--- src/design/dramCtrl_consts.svh ---
`ifndef DRAMCTRL_CONSTS_SVH
`define DRAMCTRL_CONSTS_SVH

// AXI field widths
`define AXI_ID_BITS 8
`define AXI_ADDR_BITS 32
`define AXI_LEN_BITS 4
`define AXI_DATA_BITS 32
`define AXI_STRB_BITS 4

// Row is addr[22:12], column is addr[11:2]
`define DRAM_ROW_BITS 11
`define DRAM_COL_BITS 10

// Phase lengths in clock cycles
`define DRAM_ROW_WAIT 5
`define DRAM_COL_CYCLE 7
`define DRAM_PRE_WAIT 5

// Wide enough for the longest phase above
`define DRAM_WAIT_BITS 3

`endif

--- src/design/dramCtrlPkg.sv ---
`include "dramCtrl_consts.svh"

package dramCtrlPkg;

	// One burst as accepted from AW or AR
	typedef struct packed {
		logic [`AXI_ID_BITS-1:0] id;
		logic [`AXI_ADDR_BITS-1:0] addr;
		logic [`AXI_LEN_BITS-1:0] len;
		logic isWrite;
	} burstReq_t;

	// Travels with each column read
	typedef struct packed {
		logic [`AXI_ID_BITS-1:0] id;
		logic last;
	} readTag_t;

	// One R beat
	typedef struct packed {
		logic [`AXI_DATA_BITS-1:0] data;
		logic [`AXI_ID_BITS-1:0] id;
		logic last;
	} readBeat_t;

	// Command on the DRAM pins this cycle
	typedef enum logic [2:0] {
		opIdle,
		opActivate,
		opRead,
		opWrite,
		opPrecharge
	} dramOp_t;

	typedef enum logic [2:0] {
		sIdle,
		sActivate,
		sColumn,
		sWaitBeat,
		sRespond,
		sPrecharge
	} seqState_t;

endpackage

--- src/design/axiRequestStage.sv ---
`timescale 1ns/1ps
`include "dramCtrl_consts.svh"

module axiRequestStage (
	input  logic clk,
	input  logic rst,

	input  logic [`AXI_ID_BITS-1:0] awId,
	input  logic [`AXI_ADDR_BITS-1:0] awAddr,
	input  logic [`AXI_LEN_BITS-1:0] awLen,
	input  logic awValid,
	output logic awReady,

	input  logic [`AXI_ID_BITS-1:0] arId,
	input  logic [`AXI_ADDR_BITS-1:0] arAddr,
	input  logic [`AXI_LEN_BITS-1:0] arLen,
	input  logic arValid,
	output logic arReady,

	output dramCtrlPkg::burstReq_t burstReq,
	output logic reqValid,
	input  logic reqReady
);

	logic held;
	logic awFire;
	logic arFire;
	logic grantOpen;

	assign awFire = awValid && awReady;
	assign arFire = arValid && arReady;

	// No new grant while a burst is held or a grant is still pending
	assign grantOpen = !held && !awReady && !arReady;

	always_ff @(posedge clk) begin
		if (rst) begin
			awReady <= 1'b0;
			arReady <= 1'b0;
		end else begin
			awReady <= 1'b0;
			arReady <= 1'b0;
			if (grantOpen) begin
				// Writes win when both channels ask together
				if (awValid) begin
					awReady <= 1'b1;
				end else if (arValid) begin
					arReady <= 1'b1;
				end
			end
		end
	end

	always_ff @(posedge clk) begin
		if (rst) begin
			held <= 1'b0;
		end else if (awFire || arFire) begin
			held <= 1'b1;
		end else if (held && reqReady) begin
			held <= 1'b0;
		end
	end

	always_ff @(posedge clk) begin
		if (awFire) begin
			burstReq.id <= awId;
			burstReq.addr <= awAddr;
			burstReq.len <= awLen;
			burstReq.isWrite <= 1'b1;
		end else if (arFire) begin
			burstReq.id <= arId;
			burstReq.addr <= arAddr;
			burstReq.len <= arLen;
			burstReq.isWrite <= 1'b0;
		end
	end

	assign reqValid = held;

endmodule

--- src/design/dramSequencer.sv ---
`timescale 1ns/1ps
`include "dramCtrl_consts.svh"

module dramSequencer (
	input  logic clk,
	input  logic rst,

	input  dramCtrlPkg::burstReq_t burstReq,
	input  logic reqValid,
	output logic reqReady,

	input  logic [`AXI_DATA_BITS-1:0] wData,
	input  logic [`AXI_STRB_BITS-1:0] wStrb,
	input  logic wValid,
	output logic wReady,

	output logic [`AXI_ID_BITS-1:0] bId,
	output logic bValid,
	input  logic bReady,

	output dramCtrlPkg::readTag_t readTag,
	output logic tagValid,
	input  logic beatDone,

	output logic rasN,
	output logic casN,
	output logic [`DRAM_ROW_BITS-1:0] a,
	output logic [`AXI_DATA_BITS-1:0] d,
	output logic [`AXI_STRB_BITS-1:0] weN
);

	localparam logic [`DRAM_WAIT_BITS-1:0] rowLast = `DRAM_WAIT_BITS'(`DRAM_ROW_WAIT - 1);
	localparam logic [`DRAM_WAIT_BITS-1:0] colLast = `DRAM_WAIT_BITS'(`DRAM_COL_CYCLE - 1);
	localparam logic [`DRAM_WAIT_BITS-1:0] preLast = `DRAM_WAIT_BITS'(`DRAM_PRE_WAIT - 1);

	dramCtrlPkg::seqState_t state;
	dramCtrlPkg::dramOp_t op;
	dramCtrlPkg::burstReq_t req;

	logic [`AXI_LEN_BITS-1:0] beatCnt;
	logic [`DRAM_WAIT_BITS-1:0] waitCnt;
	logic [`DRAM_ROW_BITS-1:0] openRow;
	logic burstEnd;
	logic beatSeen;

	logic [`AXI_ADDR_BITS-1:0] curAddr;
	logic [`AXI_ADDR_BITS-1:0] nextAddr;
	logic [`DRAM_ROW_BITS-1:0] curRow;
	logic [`DRAM_ROW_BITS-1:0] nextRow;
	logic [`DRAM_COL_BITS-1:0] curCol;
	logic lastBeat;
	logic colIssue;
	logic beatFinish;

	// Byte address of the current and the following beat
	assign curAddr = req.addr + `AXI_ADDR_BITS'({beatCnt, 2'b00});
	assign nextAddr = curAddr + `AXI_ADDR_BITS'(4);
	assign curRow = curAddr[`DRAM_COL_BITS+2 +: `DRAM_ROW_BITS];
	assign nextRow = nextAddr[`DRAM_COL_BITS+2 +: `DRAM_ROW_BITS];
	assign curCol = curAddr[2 +: `DRAM_COL_BITS];
	assign lastBeat = (beatCnt == req.len);

	// A write column waits at count zero for its W beat
	assign colIssue = (state == dramCtrlPkg::sColumn) && (waitCnt == '0) &&
		(!req.isWrite || wValid);

	assign beatFinish = ((state == dramCtrlPkg::sColumn) && (waitCnt == colLast) && req.isWrite) ||
		((state == dramCtrlPkg::sWaitBeat) && (beatSeen || beatDone));

	always_ff @(posedge clk) begin
		if (rst) begin
			state <= dramCtrlPkg::sIdle;
			waitCnt <= '0;
			beatCnt <= '0;
			burstEnd <= 1'b0;
		end else begin
			case (state)
				dramCtrlPkg::sIdle: begin
					if (reqValid) begin
						beatCnt <= '0;
						waitCnt <= '0;
						state <= dramCtrlPkg::sActivate;
					end
				end
				dramCtrlPkg::sActivate: begin
					if (waitCnt == rowLast) begin
						waitCnt <= '0;
						state <= dramCtrlPkg::sColumn;
					end else begin
						waitCnt <= waitCnt + 1'b1;
					end
				end
				dramCtrlPkg::sColumn: begin
					if (waitCnt == '0 && !colIssue) begin
						waitCnt <= '0;
					end else if (waitCnt == colLast) begin
						waitCnt <= '0;
						if (!req.isWrite) begin
							state <= dramCtrlPkg::sWaitBeat;
						end
					end else begin
						waitCnt <= waitCnt + 1'b1;
					end
				end
				dramCtrlPkg::sPrecharge: begin
					if (waitCnt == preLast) begin
						waitCnt <= '0;
						if (!burstEnd) begin
							state <= dramCtrlPkg::sActivate;
						end else if (req.isWrite) begin
							state <= dramCtrlPkg::sRespond;
						end else begin
							state <= dramCtrlPkg::sIdle;
						end
						burstEnd <= 1'b0;
					end else begin
						waitCnt <= waitCnt + 1'b1;
					end
				end
				dramCtrlPkg::sRespond: begin
					if (bReady) begin
						state <= dramCtrlPkg::sIdle;
					end
				end
				default: begin
					waitCnt <= '0;
				end
			endcase

			// Move to the next beat, closing the row if it changes
			if (beatFinish) begin
				if (lastBeat) begin
					burstEnd <= 1'b1;
					state <= dramCtrlPkg::sPrecharge;
				end else begin
					beatCnt <= beatCnt + 1'b1;
					if (nextRow != openRow) begin
						state <= dramCtrlPkg::sPrecharge;
					end else begin
						state <= dramCtrlPkg::sColumn;
					end
				end
			end
		end
	end

	always_ff @(posedge clk) begin
		if (rst) begin
			beatSeen <= 1'b0;
		end else if (op == dramCtrlPkg::opRead) begin
			beatSeen <= 1'b0;
		end else if (beatDone) begin
			beatSeen <= 1'b1;
		end
	end

	always_ff @(posedge clk) begin
		if (state == dramCtrlPkg::sIdle && reqValid) begin
			req <= burstReq;
		end
		if (op == dramCtrlPkg::opActivate) begin
			openRow <= curRow;
		end
	end

	always_comb begin
		op = dramCtrlPkg::opIdle;
		case (state)
			dramCtrlPkg::sActivate: begin
				if (waitCnt == '0) begin
					op = dramCtrlPkg::opActivate;
				end
			end
			dramCtrlPkg::sColumn: begin
				if (colIssue) begin
					op = req.isWrite ? dramCtrlPkg::opWrite : dramCtrlPkg::opRead;
				end
			end
			dramCtrlPkg::sPrecharge: begin
				if (waitCnt == '0) begin
					op = dramCtrlPkg::opPrecharge;
				end
			end
			default: begin
				op = dramCtrlPkg::opIdle;
			end
		endcase
	end

	always_comb begin
		rasN = 1'b1;
		casN = 1'b1;
		case (op)
			dramCtrlPkg::opActivate,
			dramCtrlPkg::opPrecharge: begin
				rasN = 1'b0;
			end
			dramCtrlPkg::opRead,
			dramCtrlPkg::opWrite: begin
				casN = 1'b0;
			end
			default: begin
				rasN = 1'b1;
			end
		endcase
	end

	// Address held steady over each phase
	always_comb begin
		case (state)
			dramCtrlPkg::sActivate: a = curRow;
			dramCtrlPkg::sPrecharge: a = openRow;
			dramCtrlPkg::sColumn: a = {1'b0, curCol};
			default: a = '0;
		endcase
	end

	assign d = (op == dramCtrlPkg::opWrite) ? wData : '0;
	assign weN = (op == dramCtrlPkg::opWrite) ? ~wStrb : '1;

	assign reqReady = (state == dramCtrlPkg::sIdle);
	assign wReady = (state == dramCtrlPkg::sColumn) && (waitCnt == '0) && req.isWrite;
	assign bValid = (state == dramCtrlPkg::sRespond);
	assign bId = req.id;

	assign tagValid = (op == dramCtrlPkg::opRead);
	assign readTag.id = req.id;
	assign readTag.last = lastBeat;

endmodule

--- src/design/readReturnStage.sv ---
`timescale 1ns/1ps
`include "dramCtrl_consts.svh"

module readReturnStage (
	input  logic clk,
	input  logic rst,

	input  dramCtrlPkg::readTag_t readTag,
	input  logic tagValid,

	input  logic [`AXI_DATA_BITS-1:0] q,
	input  logic dramValid,

	output dramCtrlPkg::readBeat_t rBeat,
	output logic rValid,
	input  logic rReady,
	output logic beatDone
);

	dramCtrlPkg::readTag_t tagReg;
	logic tagPending;
	logic capture;

	// Only one read is ever in flight, so a single tag slot is enough
	assign capture = dramValid && tagPending;

	always_ff @(posedge clk) begin
		if (rst) begin
			tagPending <= 1'b0;
			rValid <= 1'b0;
		end else begin
			if (tagValid) begin
				tagPending <= 1'b1;
			end else if (capture) begin
				tagPending <= 1'b0;
			end
			if (capture) begin
				rValid <= 1'b1;
			end else if (rValid && rReady) begin
				rValid <= 1'b0;
			end
		end
	end

	always_ff @(posedge clk) begin
		if (tagValid) begin
			tagReg <= readTag;
		end
		if (capture) begin
			rBeat.data <= q;
			rBeat.id <= tagReg.id;
			rBeat.last <= tagReg.last;
		end
	end

	assign beatDone = rValid && rReady;

endmodule

--- src/design/dramSubsystem.sv ---
`timescale 1ns/1ps
`include "dramCtrl_consts.svh"

module dramSubsystem (
	input  logic clk,
	input  logic rst,

	input  logic [`AXI_ID_BITS-1:0] awId,
	input  logic [`AXI_ADDR_BITS-1:0] awAddr,
	input  logic [`AXI_LEN_BITS-1:0] awLen,
	input  logic awValid,
	output logic awReady,

	input  logic [`AXI_DATA_BITS-1:0] wData,
	input  logic [`AXI_STRB_BITS-1:0] wStrb,
	input  logic wValid,
	output logic wReady,

	output logic [`AXI_ID_BITS-1:0] bId,
	output logic [1:0] bResp,
	output logic bValid,
	input  logic bReady,

	input  logic [`AXI_ID_BITS-1:0] arId,
	input  logic [`AXI_ADDR_BITS-1:0] arAddr,
	input  logic [`AXI_LEN_BITS-1:0] arLen,
	input  logic arValid,
	output logic arReady,

	output logic [`AXI_ID_BITS-1:0] rId,
	output logic [`AXI_DATA_BITS-1:0] rData,
	output logic [1:0] rResp,
	output logic rLast,
	output logic rValid,
	input  logic rReady,

	input  logic [`AXI_DATA_BITS-1:0] q,
	input  logic dramValid,
	output logic csN,
	output logic rasN,
	output logic casN,
	output logic [`DRAM_ROW_BITS-1:0] a,
	output logic [`AXI_DATA_BITS-1:0] d,
	output logic [`AXI_STRB_BITS-1:0] weN
);

	dramCtrlPkg::burstReq_t burstReq;
	dramCtrlPkg::readTag_t readTag;
	dramCtrlPkg::readBeat_t rBeat;
	logic reqValid;
	logic reqReady;
	logic tagValid;
	logic beatDone;

	axiRequestStage requestStage (
		.clk(clk),
		.rst(rst),
		.awId(awId),
		.awAddr(awAddr),
		.awLen(awLen),
		.awValid(awValid),
		.awReady(awReady),
		.arId(arId),
		.arAddr(arAddr),
		.arLen(arLen),
		.arValid(arValid),
		.arReady(arReady),
		.burstReq(burstReq),
		.reqValid(reqValid),
		.reqReady(reqReady)
	);

	dramSequencer sequencer (
		.clk(clk),
		.rst(rst),
		.burstReq(burstReq),
		.reqValid(reqValid),
		.reqReady(reqReady),
		.wData(wData),
		.wStrb(wStrb),
		.wValid(wValid),
		.wReady(wReady),
		.bId(bId),
		.bValid(bValid),
		.bReady(bReady),
		.readTag(readTag),
		.tagValid(tagValid),
		.beatDone(beatDone),
		.rasN(rasN),
		.casN(casN),
		.a(a),
		.d(d),
		.weN(weN)
	);

	readReturnStage returnStage (
		.clk(clk),
		.rst(rst),
		.readTag(readTag),
		.tagValid(tagValid),
		.q(q),
		.dramValid(dramValid),
		.rBeat(rBeat),
		.rValid(rValid),
		.rReady(rReady),
		.beatDone(beatDone)
	);

	assign rId = rBeat.id;
	assign rData = rBeat.data;
	assign rLast = rBeat.last;

	// Always OKAY
	assign rResp = 2'b00;
	assign bResp = 2'b00;

	// Single rank, always selected
	assign csN = 1'b0;

endmodule

--- config.mk ---
export PLATFORM = sky130hd
export DESIGN_NAME = dramSubsystem
export DESIGN_NICKNAME = d
export VERILOG_FILES = /design/src/design/dramCtrlPkg.sv /design/src/design/axiRequestStage.sv /design/src/design/dramSequencer.sv /design/src/design/readReturnStage.sv /design/src/design/dramSubsystem.sv
export VERILOG_INCLUDE_DIRS = /design/src /design/src/design
export SDC_FILE = /design/constraint.sdc
export NUM_CORES = 1
export LEC_CHECK = 0
export ABC_AREA = 1
export BUFFER_PORTS_ARGS = -buffer_cell sky130_fd_sc_hd__buf_4
export CAP_MARGIN = 20
export CORE_MARGIN = 5
export CORE_UTILIZATION = 35
export DETAILED_ROUTE_END_ITERATION = 8
export GPL_TIMING_DRIVEN = 1
export SETUP_SLACK_MARGIN = 0.3
export SYNTH_ARGS = -nofsm -noshare
export SYNTH_HDL_FRONTEND = slang
export SYNTH_SLANG_ARGS = --single-unit
--- constraint.sdc ---
create_clock -name clk -period 3.55 [get_ports clk]
set_clock_uncertainty 0.05 [all_clocks]
set_input_delay 0.71 -clock clk [delete_from_list [all_inputs] [get_ports clk]]
set_output_delay 0.71 -clock clk [all_outputs]
set_load 0.01 [all_outputs]
==> flow_summary.ini <==
[timing]
finalSetupViolCount = 0
fmaxAchievable_ghz = 0.3196
fin_crit_ns = 3.129
grt_setup_unrepaired = yes
finalSetupTns_ns = 0
hold_ws_ns = 0.3660
tightest_slew_ns = 1.017
postLayoutSetupSlackWorst_ns = 0.4212
timing.final.crit_share_pct = 88.14
slew_violations = 0
slew_headroom_pct = 32.14
hold_viol = 0

[outcome]
status = complete, no violations

[layout]
diodes = 0
nets = 1284
layout_common_cells = buf_4 (265), nand2_1 (194), edfxtp_1 (128)
area.growth.synth_to_final_pct = 36.72
mostFrequentLayoutCell = buf_4
drive_gt1_share_pct = 33.45
post-route-util_pct = 48.18

[run]
maxCapViolations = 0

[detailed_routing]
wl_per_cell_um = 14.59
final_antenna_net_count = 0
route.detailed.drc = 0
first_pass_iters = 4
vias = 6420
vias_per_cell = 4.573
drt_first_iter_violations = 396
routed_wirelength_um = 20480

[critical_path]
crit_buf_inv = 2
critical-path-max-stage-delay_ns = 0.45
crit_path_max_fanout = 5
cp-start-kind = flip-flop
reg2reg_depth = 18
cp_slowest_cell = fa_2
r2r_slack_ns = 0.42
worstPathCellList = ha_1, inv_1, fa_2, or2_2, nor2_2, nand3_1, nor2_1, nand3_1, nor2_2, nand4_1, nand3_1, nand2_1, nor2_1, nand3_2, nand2_2, nand2_1, o21ai_1, inv_1
critical_path_depth = 18
criticalPathCategory = flip-flop to flip-flop
regToRegStartpoint = sequencer.req[7]
worstSetupStartpoint = sequencer.req[7]
crit_family = simple AND/OR/NAND/NOR gates
cp.arrival_ns = 3.38
r2r-end = sequencer.state[0]
worstPathRequired_ns = 3.80
crit_end = sequencer.state[0]
path_common_cell = nand3_1
worst_setup_path_end_kind = flip-flop

[power]
power.total_w = 0.004894
peakVddDrop_mv = 0.3044
p_leak_nw = 4.812
power_density_mw_per_mm2 = 469.8

[floorplanning]
initial_core_util_pct = 35.24
dieArea_sq_mm = 0.02482
core_area_sq_mm = 0.02162
num_rows = 54
num_io_pins = 272
die_height_um = 157.5
die_w_um = 157.5

[placement]
gp_congestion = 0.8815
portBuffers = 244
pre_cts_slack_ns = 0.3826
dp_hpwl_um = 16100

[cts]
clk_pin_slew_ns = 0.06
cts_root_buffer = clkbuf_16
cts.sinks = 146
insertion_delay_ns = 0.41
cts_buffer_depth = 2
cts_buffers = 17
htree_levels = 4
tritoncts = yes
ctsHoldBuffers = 0

[global_route]
grt_usage_pct = 16.31
grt_pass1_vias = 6205
grt_first_pass_wirelength_um = 31880
grt_overflow = 0
grt_max_degree = 42
antenna_found_initial = 0

[synthesis]
synthCells = 856
synth_top_area_cell = edfxtp_1
netlist.area_leader.share_pct = 50.45
synth_edf_count = 128
yosysSeqAreaShare_pct = 55.18
synth_cell_types = 42
ys_ff_latch = 146
syn-cell-area_sq_mm = 0.007619
async_flop_share_pct = 0
yosys_warnings = 0
yosys-top-cells-area = edfxtp_1 (50%), nand2_1 (9.7%), nand3_1 (7.7%), inv_1 (6.3%), dfxtp_1 (4.7%)
synth-main-ff-cell = edfxtp_1
synth_area_per_cell_sq_um = 8.900

[hold_path]
holdCritPathClass = flip-flop to flip-flop
==> logic make-up (layout without fill, tap and decap cells) <==
family	count (synthesis)	in the layout	synth area share [%]
adders and majority gates	9	9	1.577
other	1	5	0.04922
AOI/OAI and AO/OA	48	48	4.007
and+or+nand+nor	471	471	28.89
buffers and inverters	172	436	9.263
DFF	146	146	55.18
xor gates and xnor gates	9	9	1.035
==> Yosys cell counts (5+ instances only) <==
master,n
nand2_2,19
edfxtp_1,128
xor2_1,6
nand2_1,197
ha_1,8
nand3_2,8
nor3_1,5
o221ai_1,10
dfxtp_1,18
nor2_4,10
nand3_1,117
nor2_1,87
a21oi_1,14
inv_2,8
buf_4,14
o21ai_0,11
inv_1,128
clkbuf_1,18
nor2_2,6
nand4_1,11
==> per-stage QoR <==
step,cells,instance area (sq um)
2_1_floorplan,860,7634
3_3_place_gp,1362,9729
3_5_place_dp,1362,9729
4_1_cts,1396,10320
5_1_grt,1404,10420
6_report,1404,10420
==> layout make-up <==
class / count / area, sq um
clock inverter: 15 / 126.4
sequential: 146 / 4205
multi-input combinational: 542 / 2786
clock buffer: 17 / 425.4
tap: 280 / 350.3
timing repair buffer: 265 / 1989
inverter: 137 / 518.0
fill: 2060 / 11200
timing repair inverter: 2 / 15.01
==> layer usage <==
| metal | up-vias | global-route usage, % | wire [um] |
|---|---|---|---|
| met5 | - | 0 | 0 |
| li1 | 3311 | - | - |
| met3 | 20 | 2.722 | 888 |
| met2 | 154 | 28.11 | 10490 |
| met4 | 0 | 5.080 | 346 |
| met1 | 2935 | 21.04 | 8755 |
==> power breakdown <==
part / total [W] / internal (W) / switching, W
clock: 0.00168 / 0.000970 / 0.000713
sequential: 0.00211 / 0.00203 / 0.0000825
combinational: 0.00110 / 0.000453 / 0.000648
total: 0.00489 / 0.00345 / 0.00144
==> registers in the layout, summed over array words and instances, names as in the netlist, 4 cells and up <==
| signal | cells |
|---|---|
| sequencer.bId | 8 |
| requestStage.burstReq | 34 |
| sequencer.beatCnt | 4 |
| returnStage.rBeat | 41 |
| returnStage.tagReg | 9 |
| sequencer.openRow | 11 |
| sequencer.req | 26 |
==> how the worst min path moves through the flow <==
stage	startpoint	to	slack, ns	cells past startpoint
final	returnStage.tagReg[8]	returnStage.rBeat[8]	0.37	0
after global routing	requestStage.burstReq[7]	sequencer.req[7]	0.37	0
after CTS	requestStage.burstReq[22]	sequencer.req[22]	0.37	0
after detailed placement	returnStage.tagReg[8]	returnStage.rBeat[8]	0.35	0
after global placement	returnStage.tagReg[2]	returnStage.rBeat[2]	0.35	0
after floorplan	returnStage.tagReg[0]	returnStage.rBeat[0]	0.35	0
==> repair_timing <==
item,4_1_cts,5_1_grt
gates cloned,1,1
gates resized for setup,7,14
setup endpoints to repair,35,45
setup buffers,1,7
pin swaps,1,5
(Power assumes the default switching activity.)
